[src/csr_pkg.sv]
// shared definitions for the machine-mode CSR unit
// holds the standard CSR addresses, the trap cause codes, the CSR address
// union and the counter-half select used on the counter write port
// blocks that need any of these take them with import csr_pkg::*
package csr_pkg;

   // identity registers, read only
   localparam logic [11:0] CSR_MVENDORID = 12'hF11;
   localparam logic [11:0] CSR_MARCHID   = 12'hF12;
   localparam logic [11:0] CSR_MIMPID    = 12'hF13;
   localparam logic [11:0] CSR_MHARTID   = 12'hF14;

   // machine trap setup and handling
   localparam logic [11:0] CSR_MISA      = 12'h301;
   localparam logic [11:0] CSR_MTVEC     = 12'h305;
   localparam logic [11:0] CSR_MSCRATCH  = 12'h340;
   localparam logic [11:0] CSR_MEPC      = 12'h341;
   localparam logic [11:0] CSR_MCAUSE    = 12'h342;
   localparam logic [11:0] CSR_MTVAL     = 12'h343;

   // machine counters, low then high halves
   localparam logic [11:0] CSR_MCYCLE    = 12'hB00;
   localparam logic [11:0] CSR_MINSTRET  = 12'hB02;
   localparam logic [11:0] CSR_MCYCLEH   = 12'hB80;
   localparam logic [11:0] CSR_MINSTRETH = 12'hB82;

   // MXL = 1 in bits 31:30, base integer ISA is bit 8
   localparam logic [31:0] MISA_RV32I = 32'h4000_0100;

   // synchronous exception codes written to mcause
   typedef enum logic [31:0] {
      CAUSE_INSTR_MISALIGNED = 32'd0,
      CAUSE_ILLEGAL_INSTR    = 32'd2,
      CAUSE_LOAD_MISALIGNED  = 32'd4,
      CAUSE_STORE_MISALIGNED = 32'd6
   } cause_e;

   // which counter half a software write lands in
   typedef enum logic [1:0] {
      CNT_CYCLE_LO   = 2'd0,
      CNT_CYCLE_HI   = 2'd1,
      CNT_INSTRET_LO = 2'd2,
      CNT_INSTRET_HI = 2'd3
   } cnt_sel_e;

   // one 12-bit address seen two ways
   // fields follow the privileged spec convention, groups split off the
   // low nibble so whole 16-entry blocks can be matched at once
   typedef union packed {
      struct packed {
         logic [1:0] access;   // 2'b11 marks read-only space
         logic [1:0] priv;
         logic [7:0] index;
      } fields;
      struct packed {
         logic [7:0] group;
         logic [3:0] low;
      } groups;
   } csr_addr_u;

endpackage

[src/csr_counter_if.sv]
// counter port between the CSR register file and the counter block
// the register file drives a one-half write, the counters return both
// 64-bit values; a write lands at the next edge in place of the increment
`timescale 1ns/1ps

interface csr_counter_if import csr_pkg::*; ();

   logic        cnt_wr_en;
   cnt_sel_e    cnt_sel;
   logic [31:0] cnt_wdata;
   logic [63:0] mcycle;
   logic [63:0] minstret;

   modport regfile (
      output cnt_wr_en,
      output cnt_sel,
      output cnt_wdata,
      input  mcycle,
      input  minstret
   );

   modport counters (
      input  cnt_wr_en,
      input  cnt_sel,
      input  cnt_wdata,
      output mcycle,
      output minstret
   );

endinterface

[src/csr_trap_if.sv]
// trap port between the trap controller and the CSR register file
// illegal_access is a registered pulse from the register file; trap_take
// with its cause and pc is loaded into mcause and mepc at the next edge
`timescale 1ns/1ps

interface csr_trap_if import csr_pkg::*; ();

   logic        illegal_access;
   logic        trap_take;
   cause_e      trap_cause;
   logic [31:0] trap_pc;

   modport regfile (
      output illegal_access,
      input  trap_take,
      input  trap_cause,
      input  trap_pc
   );

   modport ctrl (
      input  illegal_access,
      output trap_take,
      output trap_cause,
      output trap_pc
   );

endinterface

[src/csr_counters.sv]
// 64-bit mcycle and minstret counters for the CSR unit
// mcycle steps every clock, minstret on every committed slot
// software writes one 32-bit half through the counter port; such a write
// replaces that cycle's increment of the counter it targets
`timescale 1ns/1ps

module csr_counters import csr_pkg::*; (
   input  logic            clk,
   input  logic            resetb,
   input  logic            bubble,
   csr_counter_if.counters cnt
);

   logic [63:0] mcycle;
   logic [63:0] minstret;
   logic [63:0] mcycle_inc;
   logic [63:0] minstret_inc;

   assign mcycle_inc   = mcycle + 64'd1;
   assign minstret_inc = minstret + 64'd1;

   always_ff @(posedge clk or negedge resetb) begin
      if (!resetb) begin
         mcycle   <= 64'd0;
         minstret <= 64'd0;
      end else begin
         // free running unless software loads a half
         if (cnt.cnt_wr_en && cnt.cnt_sel == CNT_CYCLE_LO) begin
            mcycle <= {mcycle[63:32], cnt.cnt_wdata};
         end else if (cnt.cnt_wr_en && cnt.cnt_sel == CNT_CYCLE_HI) begin
            mcycle <= {cnt.cnt_wdata, mcycle[31:0]};
         end else begin
            mcycle <= mcycle_inc;
         end

         // retired count steps only on committed slots
         if (cnt.cnt_wr_en && cnt.cnt_sel == CNT_INSTRET_LO) begin
            minstret <= {minstret[63:32], cnt.cnt_wdata};
         end else if (cnt.cnt_wr_en && cnt.cnt_sel == CNT_INSTRET_HI) begin
            minstret <= {cnt.cnt_wdata, minstret[31:0]};
         end else if (!bubble) begin
            minstret <= minstret_inc;
         end
      end
   end

   assign cnt.mcycle   = mcycle;
   assign cnt.minstret = minstret;

   // software writes only come from committed slots
   assert property (@(posedge clk) disable iff (!resetb)
      cnt.cnt_wr_en |-> !bubble);

endmodule

[src/csr_regfile.sv]
// CSR register file for the machine-mode CSR unit
// decodes the CSR address, runs read/write/set/clear on the writable
// registers, forwards counter writes to the counter block and returns the
// read value one edge after a committed read slot
// unknown addresses outside the performance-monitor groups are reported
// to the trap controller as a registered one-cycle pulse
`timescale 1ns/1ps

module csr_regfile import csr_pkg::*; #(
   parameter logic [31:0] HART_ID = 32'd0
) (
   input  logic           clk,
   input  logic           resetb,
   input  logic           bubble,
   input  logic           csr_read,
   input  logic           csr_write,
   input  logic           csr_set,
   input  logic           csr_clear,
   input  logic           csr_imm,
   input  logic [4:0]     rd_addr,
   input  logic [11:0]    csr_addr,
   input  logic [31:0]    rs1_data,
   input  logic [4:0]     uimm,
   output logic [31:0]    csr_rdata,
   output logic [31:0]    mepc_out,
   csr_counter_if.regfile cnt,
   csr_trap_if.regfile    trap
);

   csr_addr_u   addr;
   logic [31:0] operand;
   logic        do_read;
   logic        do_write;
   logic        do_set;
   logic        do_clear;
   logic        do_modify;
   logic        writable;
   logic        perf_group;
   logic        known;
   logic        cnt_hit;
   cnt_sel_e    cnt_sel;
   logic [31:0] cur_val;
   logic [31:0] new_val;
   logic [31:0] mscratch;
   logic [31:0] mepc;
   logic [31:0] mcause;
   logic [31:0] mtval;

   assign addr    = csr_addr;
   assign operand = csr_imm ? {27'd0, uimm} : rs1_data;

   // x0 destination and zero sources make the access side-effect free
   // uimm doubles as the rs1 index in the register form
   assign do_read   = !bubble && csr_read && (rd_addr != 5'd0);
   assign do_write  = !bubble && csr_write && !(csr_imm && uimm == 5'd0);
   assign do_set    = !bubble && csr_set && (uimm != 5'd0);
   assign do_clear  = !bubble && csr_clear && (uimm != 5'd0);
   assign writable  = (addr.fields.access != 2'b11);
   assign do_modify = (do_write || do_set || do_clear) && writable;

   assign perf_group = addr.groups.group inside
                       {8'hB0, 8'hB1, 8'hB8, 8'hB9, 8'h32, 8'h33};

   // read mux and counter target
   always_comb begin
      known   = 1'b1;
      cnt_hit = 1'b0;
      cnt_sel = CNT_CYCLE_LO;
      cur_val = 32'd0;
      case (csr_addr)
         CSR_MVENDORID, CSR_MARCHID, CSR_MIMPID: cur_val = 32'd0;
         CSR_MHARTID:  cur_val = HART_ID;
         CSR_MISA:     cur_val = MISA_RV32I;
         CSR_MTVEC:    cur_val = 32'd0;   // direct mode, base 0
         CSR_MSCRATCH: cur_val = mscratch;
         CSR_MEPC:     cur_val = mepc;
         CSR_MCAUSE:   cur_val = mcause;
         CSR_MTVAL:    cur_val = mtval;
         CSR_MCYCLE: begin
            cur_val = cnt.mcycle[31:0];
            cnt_hit = 1'b1;
            cnt_sel = CNT_CYCLE_LO;
         end
         CSR_MCYCLEH: begin
            cur_val = cnt.mcycle[63:32];
            cnt_hit = 1'b1;
            cnt_sel = CNT_CYCLE_HI;
         end
         CSR_MINSTRET: begin
            cur_val = cnt.minstret[31:0];
            cnt_hit = 1'b1;
            cnt_sel = CNT_INSTRET_LO;
         end
         CSR_MINSTRETH: begin
            cur_val = cnt.minstret[63:32];
            cnt_hit = 1'b1;
            cnt_sel = CNT_INSTRET_HI;
         end
         default: begin
            // hpm counters and events read as zero, the rest is illegal
            known = perf_group;
         end
      endcase
   end

   always_comb begin
      if (do_write) begin
         new_val = operand;
      end else if (do_set) begin
         new_val = cur_val | operand;
      end else begin
         new_val = cur_val & ~operand;
      end
   end

   assign cnt.cnt_wr_en = do_modify && cnt_hit;
   assign cnt.cnt_sel   = cnt_sel;
   assign cnt.cnt_wdata = new_val;

   always_ff @(posedge clk or negedge resetb) begin
      if (!resetb) begin
         mscratch            <= 32'd0;
         mepc                <= 32'd0;
         mcause              <= 32'd0;
         mtval               <= 32'd0;
         csr_rdata           <= 32'd0;
         trap.illegal_access <= 1'b0;
      end else begin
         trap.illegal_access <= !bubble && !known &&
                                (csr_read || csr_write || csr_set || csr_clear);
         if (do_read) begin
            csr_rdata <= cur_val;
         end
         if (do_modify && csr_addr == CSR_MSCRATCH) begin
            mscratch <= new_val;
         end
         if (do_modify && csr_addr == CSR_MTVAL) begin
            mtval <= new_val;
         end
         if (do_modify && csr_addr == CSR_MEPC) begin
            mepc <= new_val;
         end
         if (do_modify && csr_addr == CSR_MCAUSE) begin
            mcause <= new_val;
         end
         // trap entry wins over a software write in the same cycle
         if (trap.trap_take) begin
            mepc   <= trap.trap_pc;
            mcause <= trap.trap_cause;
         end
      end
   end

   assign mepc_out = mepc;

   // the decoder only ever sees one modify operation per slot
   assert property (@(posedge clk) disable iff (!resetb)
      !bubble |-> $onehot0({csr_write, csr_set, csr_clear}));

endmodule

[src/csr_trap_ctrl.sv]
// trap controller for the machine-mode CSR unit
// turns committed front-end exceptions into same-cycle trap requests and
// picks the cause by priority; a late illegal-CSR report from the register
// file traps one cycle after the faulting slot, using that slot's pc
`timescale 1ns/1ps

module csr_trap_ctrl import csr_pkg::*; (
   input  logic        clk,
   input  logic        resetb,
   input  logic        bubble,
   input  logic        exc_unsupported,
   input  logic        exc_illegal,
   input  logic        exc_instr_misaligned,
   input  logic        exc_load_misaligned,
   input  logic        exc_store_misaligned,
   input  logic [31:0] fetch_pc,
   input  logic [31:0] commit_pc,
   output logic        initiate_illinst,
   output logic        initiate_misaligned,
   csr_trap_if.ctrl    trap
);

   localparam logic RUN       = 1'b0;
   localparam logic CSR_FAULT = 1'b1;

   logic        state;
   logic        state_nxt;
   logic        fe_any;
   cause_e      fe_cause;
   logic [31:0] fault_pc;

   assign fe_any = exc_unsupported | exc_illegal | exc_instr_misaligned |
                   exc_load_misaligned | exc_store_misaligned;

   // fetch fault first, then decode, then the memory stage faults
   always_comb begin
      if (exc_instr_misaligned) begin
         fe_cause = CAUSE_INSTR_MISALIGNED;
      end else if (exc_illegal || exc_unsupported) begin
         fe_cause = CAUSE_ILLEGAL_INSTR;
      end else if (exc_load_misaligned) begin
         fe_cause = CAUSE_LOAD_MISALIGNED;
      end else begin
         fe_cause = CAUSE_STORE_MISALIGNED;
      end
   end

   // pc of the last committed slot, the one a CSR fault points back to
   always_ff @(posedge clk) begin
      if (!bubble) begin
         fault_pc <= commit_pc;
      end
   end

   always_comb begin
      state_nxt           = RUN;
      trap.trap_take      = 1'b0;
      trap.trap_cause     = fe_cause;
      trap.trap_pc        = fetch_pc;
      initiate_illinst    = 1'b0;
      initiate_misaligned = 1'b0;
      // in CSR_FAULT the slot behind the trapping access is being flushed,
      // so a second report right after is not a new fault
      if (trap.illegal_access && state == RUN) begin
         state_nxt        = CSR_FAULT;
         trap.trap_take   = 1'b1;
         trap.trap_cause  = CAUSE_ILLEGAL_INSTR;
         trap.trap_pc     = fault_pc;
         initiate_illinst = 1'b1;
      end else if (!bubble && fe_any) begin
         trap.trap_take      = 1'b1;
         initiate_illinst    = (fe_cause == CAUSE_ILLEGAL_INSTR);
         initiate_misaligned = (fe_cause != CAUSE_ILLEGAL_INSTR);
      end
   end

   always_ff @(posedge clk or negedge resetb) begin
      if (!resetb) begin
         state <= RUN;
      end else begin
         state <= state_nxt;
      end
   end

   // a CSR fault report always points back at a committed slot
   assert property (@(posedge clk) disable iff (!resetb)
      trap.illegal_access |-> $past(!bubble));

endmodule

[src/csr_unit.sv]
// machine-mode CSR unit at the execute/writeback boundary of a small
// RV32 core; one instruction slot per cycle, qualified by bubble
// ties together the trap controller, the counters and the register file
// HART_ID is the value returned by mhartid
`timescale 1ns/1ps

module csr_unit #(
   parameter logic [31:0] HART_ID = 32'd0
) (
   input  logic        clk,
   input  logic        resetb,
   input  logic        bubble,
   input  logic        csr_read,
   input  logic        csr_write,
   input  logic        csr_set,
   input  logic        csr_clear,
   input  logic        csr_imm,
   input  logic [4:0]  rd_addr,
   input  logic [11:0] csr_addr,
   input  logic [31:0] rs1_data,
   input  logic [4:0]  uimm,
   input  logic [31:0] fetch_pc,
   input  logic [31:0] commit_pc,
   input  logic        exc_unsupported,
   input  logic        exc_illegal,
   input  logic        exc_instr_misaligned,
   input  logic        exc_load_misaligned,
   input  logic        exc_store_misaligned,
   output logic [31:0] csr_rdata,
   output logic        initiate_illinst,
   output logic        initiate_misaligned,
   output logic [31:0] mepc_out
);

   csr_counter_if cnt_if ();
   csr_trap_if    trap_if ();

   csr_trap_ctrl u_trap_ctrl (
      .clk                  (clk),
      .resetb               (resetb),
      .bubble               (bubble),
      .exc_unsupported      (exc_unsupported),
      .exc_illegal          (exc_illegal),
      .exc_instr_misaligned (exc_instr_misaligned),
      .exc_load_misaligned  (exc_load_misaligned),
      .exc_store_misaligned (exc_store_misaligned),
      .fetch_pc             (fetch_pc),
      .commit_pc            (commit_pc),
      .initiate_illinst     (initiate_illinst),
      .initiate_misaligned  (initiate_misaligned),
      .trap                 (trap_if.ctrl)
   );

   csr_counters u_counters (
      .clk    (clk),
      .resetb (resetb),
      .bubble (bubble),
      .cnt    (cnt_if.counters)
   );

   csr_regfile #(
      .HART_ID (HART_ID)
   ) u_regfile (
      .clk       (clk),
      .resetb    (resetb),
      .bubble    (bubble),
      .csr_read  (csr_read),
      .csr_write (csr_write),
      .csr_set   (csr_set),
      .csr_clear (csr_clear),
      .csr_imm   (csr_imm),
      .rd_addr   (rd_addr),
      .csr_addr  (csr_addr),
      .rs1_data  (rs1_data),
      .uimm      (uimm),
      .csr_rdata (csr_rdata),
      .mepc_out  (mepc_out),
      .cnt       (cnt_if.regfile),
      .trap      (trap_if.regfile)
   );

endmodule

[config.mk]
export PLATFORM = sky130hd
export DESIGN_NAME = csr_unit
export DESIGN_NICKNAME = d
export VERILOG_FILES = /design/src/csr_pkg.sv /design/src/csr_counter_if.sv /design/src/csr_trap_if.sv /design/src/csr_counters.sv /design/src/csr_regfile.sv /design/src/csr_trap_ctrl.sv /design/src/csr_unit.sv
export SDC_FILE = /design/constraint.sdc
export NUM_CORES = 1
export LEC_CHECK = 0
export BUFFER_PORTS_ARGS = -buffer_cell sky130_fd_sc_hd__buf_4
export CORE_MARGIN = 2
export CORE_UTILIZATION = 55
export CTS_CLUSTER_DIAMETER = 100
export DETAILED_ROUTE_END_ITERATION = 16
export GPL_ROUTABILITY_DRIVEN = 0
export PLACE_DENSITY = 0.86
export SYNTH_ARGS = -nofsm -noshare
export SYNTH_HDL_FRONTEND = slang
export SYNTH_HIERARCHICAL = 1
export SYNTH_SLANG_ARGS = --single-unit
[constraint.sdc]
create_clock -name clk -period 2.25 [get_ports clk]
set_input_delay 0.3375 -clock clk [delete_from_list [all_inputs] [get_ports clk]]
set_output_delay 0.3375 -clock clk [all_outputs]
set_load 0.03 [all_outputs]
==> impl_summary.txt, run 1 <==
----------------------------------------------------
[Status]
  Outcome ... aborted with a tool error
  Last stage reached ... global routing (5_1_grt)
  Stop err ... [ERROR GRT-0232] Routing congestion too high. Check the congestion heatmap in the GUI.

[Place]
  Port Buffers ... 196
  Area post-placement ... roughly 0.026 mm^2
  Detailed placer's ending HPWL ... ~68 mm

[Synthesis]
  Sequential share of the synthesized area ... 41.56%
  Top FF cell, synth ... dfrtp_1
  Share of synthesized registers carrying an async set or reset ... 90.06%
  Top cell types by occurrence after synthesis ... 324 x nand2_1, 290 x dfrtp_1, 143 x nor2_1
  Most numerous cell in the Yosys netlist ... nand2_1
  Avg Inst Size Synth ... ~9 um^2
  Yosys synthesis warning count ... 6
  #FFs+latches synth ... 322
  Biggest area contributors in the synthesized netlist ... dfrtp_1 37%, nand2_1 6.1%, edfxtp_1 4.9%, mux4_2 3.4%, a21oi_1 3.1%
  Distinct cell type count after synthesis ... 99
  Count of flip-flops with a built-in enable after synthesis ... 32
  Top cell type by total area after synthesis ... dfrtp_1
  Count of mapped cells out of synthesis ... around 2200
  Post-synthesis instance area ... 0.01978 mm^2
  Portion of synthesized cell area occupied by the leading cell type ... 36.70%

[Clock tree]
  CTS max path bufs ... 3
  Count of clock tree sinks ... 322
  H-tree levels ... 2
  Root buf cell ... clkbuf_16
  Cts bufs inserted ... 37

[Die]
  Initial core utilization ... 55.73%
  Floorplan die height ... 193.6 um
  IO Pins ... 197
  Die width ... 193.6 um
  Floorplan row count ... 69

[Global routing]
  Largest net degree at the start of global routing ... 69
  Global route total overflow ... 382
  Total global-route track usage ... roughly four fifths

----------------------------------------------------
## per-stage QoR
step                cells  utilization, %  worst slack, ns  setup TNS (ns)
global placement     3266           72.86          -0.5275          -68.96
floorplan            2246               -         -0.08346         -0.5092
detailed placement   3266           72.86          -0.5621          -89.12
CTS                  3378           78.31         -0.09923         -0.3763
## kinds of logic after synthesis
kind of cell	after synthesis	synth area share (%)
fa+ha+maj	2	0.1265
compound gates	625	21.04
other cells	1	0.01896
flops	322	41.56
xor+xnor	7	0.3100
simple gates	899	23.04
buf+inv	240	5.650
mux	121	8.263
## what timing repair did
item                                    CTS
endpoints found under the hold margin    88
hold buffers                             33
endpoints found under the setup margin   74
pin swaps                                15
resized for setup                        60
setup buffers                            13
## per-layer routing
| layer | GRT usage (%) | overflow |
|---|---|---|
| met1 | 81.52 | 33 |
| met2 | 92.38 | 180 |
| met3 | 76.03 | 43 |
| met4 | 77.01 | 115 |
| met5 | 51.34 | 11 |
==> run 2, diff against run 1 <==
Settings changed: CORE_UTILIZATION 55 to 40, CTS_CLUSTER_DIAMETER 100 to unset, PLACE_DENSITY 0.86 to unset, PLACE_DENSITY_LB_ADDON set to 0.15.
Clock period 2.25 ns to 2.9 ns, I/O delays scaled along.
==> impl_summary.txt, run 2 <==
----------------------------------------------------
[Status]
  Outcome ... finished, violations left (was aborted with a tool error)
  Violated checks ... setup timing

[Detailed routing]
  Via count of the routed design ... approximately 21000
  First-iteration detailed-routing DRC count ... between 3000 and 4000
  Number of vias per cell ... 6.335
  Final routed wirelength across all metal layers ... 89.96 mm
  Count of unresolved DRC violations after routing ... 0
  Post-detailed-route count of antenna-violating nets ... 0
  Mean routed wirelength per cell ... 27.38 um
  Initial DRT Pass Iterations ... 6

[Synthesis]
  Count of mapped cells out of synthesis ... 2217 (unchanged)
  #FFs+latches synth ... 322 (unchanged)
  Top FF cell, synth ... dfrtp_1 (unchanged)
  Portion of synthesized cell area occupied by the leading cell type ... 36.70% (unchanged)
  Distinct cell type count after synthesis ... 99 (unchanged)
  Share of synthesized registers carrying an async set or reset ... 90.06% (unchanged)
  Count of flip-flops with a built-in enable after synthesis ... 32 (unchanged)
  Yosys synthesis warning count ... 6 (unchanged)
  Biggest area contributors in the synthesized netlist ... dfrtp_1 37%, nand2_1 6.1%, edfxtp_1 4.9%, mux4_2 3.4%, a21oi_1 3.1% (unchanged)
  Post-synthesis instance area ... 0.01978 mm^2 (unchanged)
  Sequential share of the synthesized area ... 41.56% (unchanged)
  Most numerous cell in the Yosys netlist ... nand2_1 (unchanged)
  Top cell types by occurrence after synthesis ... 324 x nand2_1, 290 x dfrtp_1, 143 x nor2_1 (unchanged)
  Avg Inst Size Synth ... 8.920 um^2 (unchanged)
  Top cell type by total area after synthesis ... dfrtp_1 (unchanged)

[Hold path]
  HP Class ... in -> reg

[Critical path]
  Worst endpoint data arrival time ... 3.36 ns
  Crit start category ... flop
  Endpoint class of the critical path ... flop
  Crit path kind ... reg -> reg
  Req. time, crit path ... 3.35 ns
  Highest net fanout along the worst path ... 6
  Flop2flop setup slack ... -0.009 ns

[Clock tree]
  CTS max path bufs ... 3 (unchanged)
  CTS tree ... done
  Root buf cell ... clkbuf_16 (unchanged)
  Count of clock tree sinks ... 322 (unchanged)
  Cts bufs inserted ... 39 (was 37)
  H-tree levels ... 2 (unchanged)
  Clock input transition at the sequential cells of the worst setup and hold paths ... 0.06 ns
  Post-CTS Repair Setup Buffers ... 0 (was 13)
  Source-to-sink clock delay at the later pin of the worst-skew pair ... 0.57 ns

[Timing]
  Slew at the pin with the worst max-slew slack ... 1.132 ns
  Final critical delay including setup and external delays ... 2.909 ns
  Count of pins over their slew limit ... 0
  RSZ-0062 raised after global routing ... no
  Worst Hold Slack ... 0.04264 ns
  Final TNS setup ... -0.008908 ns
  Final setup viols ... 1
  Setup ws final ... -0.008908 ns
  Upper clock frequency limit ... 343.8 MHz
  Post-route fraction of the period consumed by the critical path ... 100.3%
  Max-Slew Margin vs Limit ... 24.36%
  Hold Vio Cnt, Final ... 0
  Post-route clock skew ... about 0.023 ns

[Global routing]
  Number of antenna violations at the first check in global routing ... 4
  Total global-route track usage ... between 30% and 40%
  Global route total overflow ... 0
  Largest net degree at the start of global routing ... slightly below 90
  First-pass GRT wire length ... approximately 130 mm
  Vias in the first global route ... slightly below 20000

[Die]
  Floorplan row count ... 81 (was 69)
  Die width ... 226.3 um (was 193.6 um)
  Initial core utilization ... 40.48% (was 55.73%)
  Total Die Area ... 0.05123 mm^2
  Floorplan die height ... 226.3 um (was 193.6 um)
  Core area ... 0.04885 mm^2
  IO Pins ... 197 (unchanged)

[Job]
  Maxcap violations ... 0

[Cells and area]
  Largest registers ... u_counters/cnt.mcycle x64, u_counters/cnt.minstret x64
  Filler cell count in the final layout ... approximately 4700
  Most frequent cells in the layout ... 456 x buf_4, 324 x nand2_1, 290 x dfrtp_1, 142 x nor2_1, 122 x a21oi_1
  P&R area growth vs syn ... 27.33%
  Total Nets Final ... 2723
  Commonest non-fill, non-tap cell in the layout ... buf_4
  Proportion of layout cells with a drive suffix above 1 ... 26.35%

[Power and ir drop]
  Largest vdd supply drop ... 0.5882 mV
  Pwr per Cell Area ... 500.9 mW/mm^2
  Static leakage power ... ~11 nW

[Place]
  Port Buffers ... 196 (unchanged)
  Detailed placer's ending HPWL ... 68.11 mm (was 67.60 mm)
  Worst slack at placement ... -0.4711 ns (was -0.5621 ns)

----------------------------------------------------
[run 2: critical path, stage by stage (launching register included)]
cell	delay (ns)
dfrtp_1	0.49
nand2_1	0.24
or3_1	0.48
nor4_1	0.86
buf_4	0.28
and3_1	0.21
a32oi_1	0.10
a21boi_0	0.13
[run 2: power by group]
group / internal [W] / total (W) / leakage, nW / switching [W]
logic: 0.000923 / 0.00230 / 6.51 / 0.00137
clock network: 0.00296 / 0.00502 / 0.627 / 0.00206
registers: 0.00487 / 0.00530 / 3.92 / 0.000429
total: 0.00875 / 0.0126 / 11.1 / 0.00386
[run 2: metal layers]
metal	share of wire, %	GRT usage (%)
met1	41	49.60
met2	41	49.06
met3	13	9.071
met4	5.6	17.13
met5	0.029	0
[run 2: per-stage QoR]
step | instance area (um^2) | std cells | util (%) | total power (W)
after floorplan | 19890 | 2246 | - | 0.006389
after global placement | 23880 | 3212 | 48.89 | 0.007551
after detailed placement | 23880 | 3212 | 48.89 | 0.007583
after CTS | 25170 | 3283 | 51.53 | 0.01259
after global routing | 25180 | 3283 | 51.54 | 0.01302
final | 25180 | 3285 | 51.55 | 0.01261
[run 2: area by class of cell]
class,instances,area [um^2],area share (%)
repair buffers,487,4029,16.00
flip-flops and latches,322,8218,32.64
multi-input cells,1684,10600,42.11
diodes,2,5.005,0.01988
clock inverters,13,151.4,0.6012
well taps,664,830.8,3.299
clock buffers,57,1125,4.467
inverters,56,217.7,0.8646
[run 2: timing repair]
item / in CTS / in global routing
setup endpoints to repair: 0 / 4
hold endpoints to repair: 81 / 0
hold buffers: 1 / 0
resized for setup: 0 / 2
[run 2: path summary, 6_finish.rpt]
| check | startpoint | endpoint | cells past startpoint |
|---|---|---|---|
| setup / recovery | u_counters/cnt.mcycle[0] | u_counters/cnt.mcycle[49] | 7 |
| max in group asynchronous | resetb | u_regfile/csr_rdata[26] | 3 |
| min in group asynchronous | resetb | u_regfile/mepc_out[31] | 2 |
| setup reg to reg | u_counters/cnt.mcycle[0] | u_counters/cnt.mcycle[49] | 7 |
| hold / removal | commit_pc[9] | u_trap_ctrl/fault_pc[9] | 1 |
| hold reg to reg | u_regfile/csr_rdata[15] | u_regfile/csr_rdata[15] | 1 |
[run 2: logic make-up (layout without fill, tap and decap cells)]
family          after synthesis  count (layout)  share of synthesized area, %
mux                         121             121                         8.263
flops                       322             322                         41.56
fa+ha+maj                     2               2                        0.1265
buf+inv                     240             613                         5.650
other cells                   1              32                       0.01896
compound gates              625             625                         21.04
simple gates                899             899                         23.04
xor+xnor                      7               7                        0.3100
(Power assumes the default switching activity.)
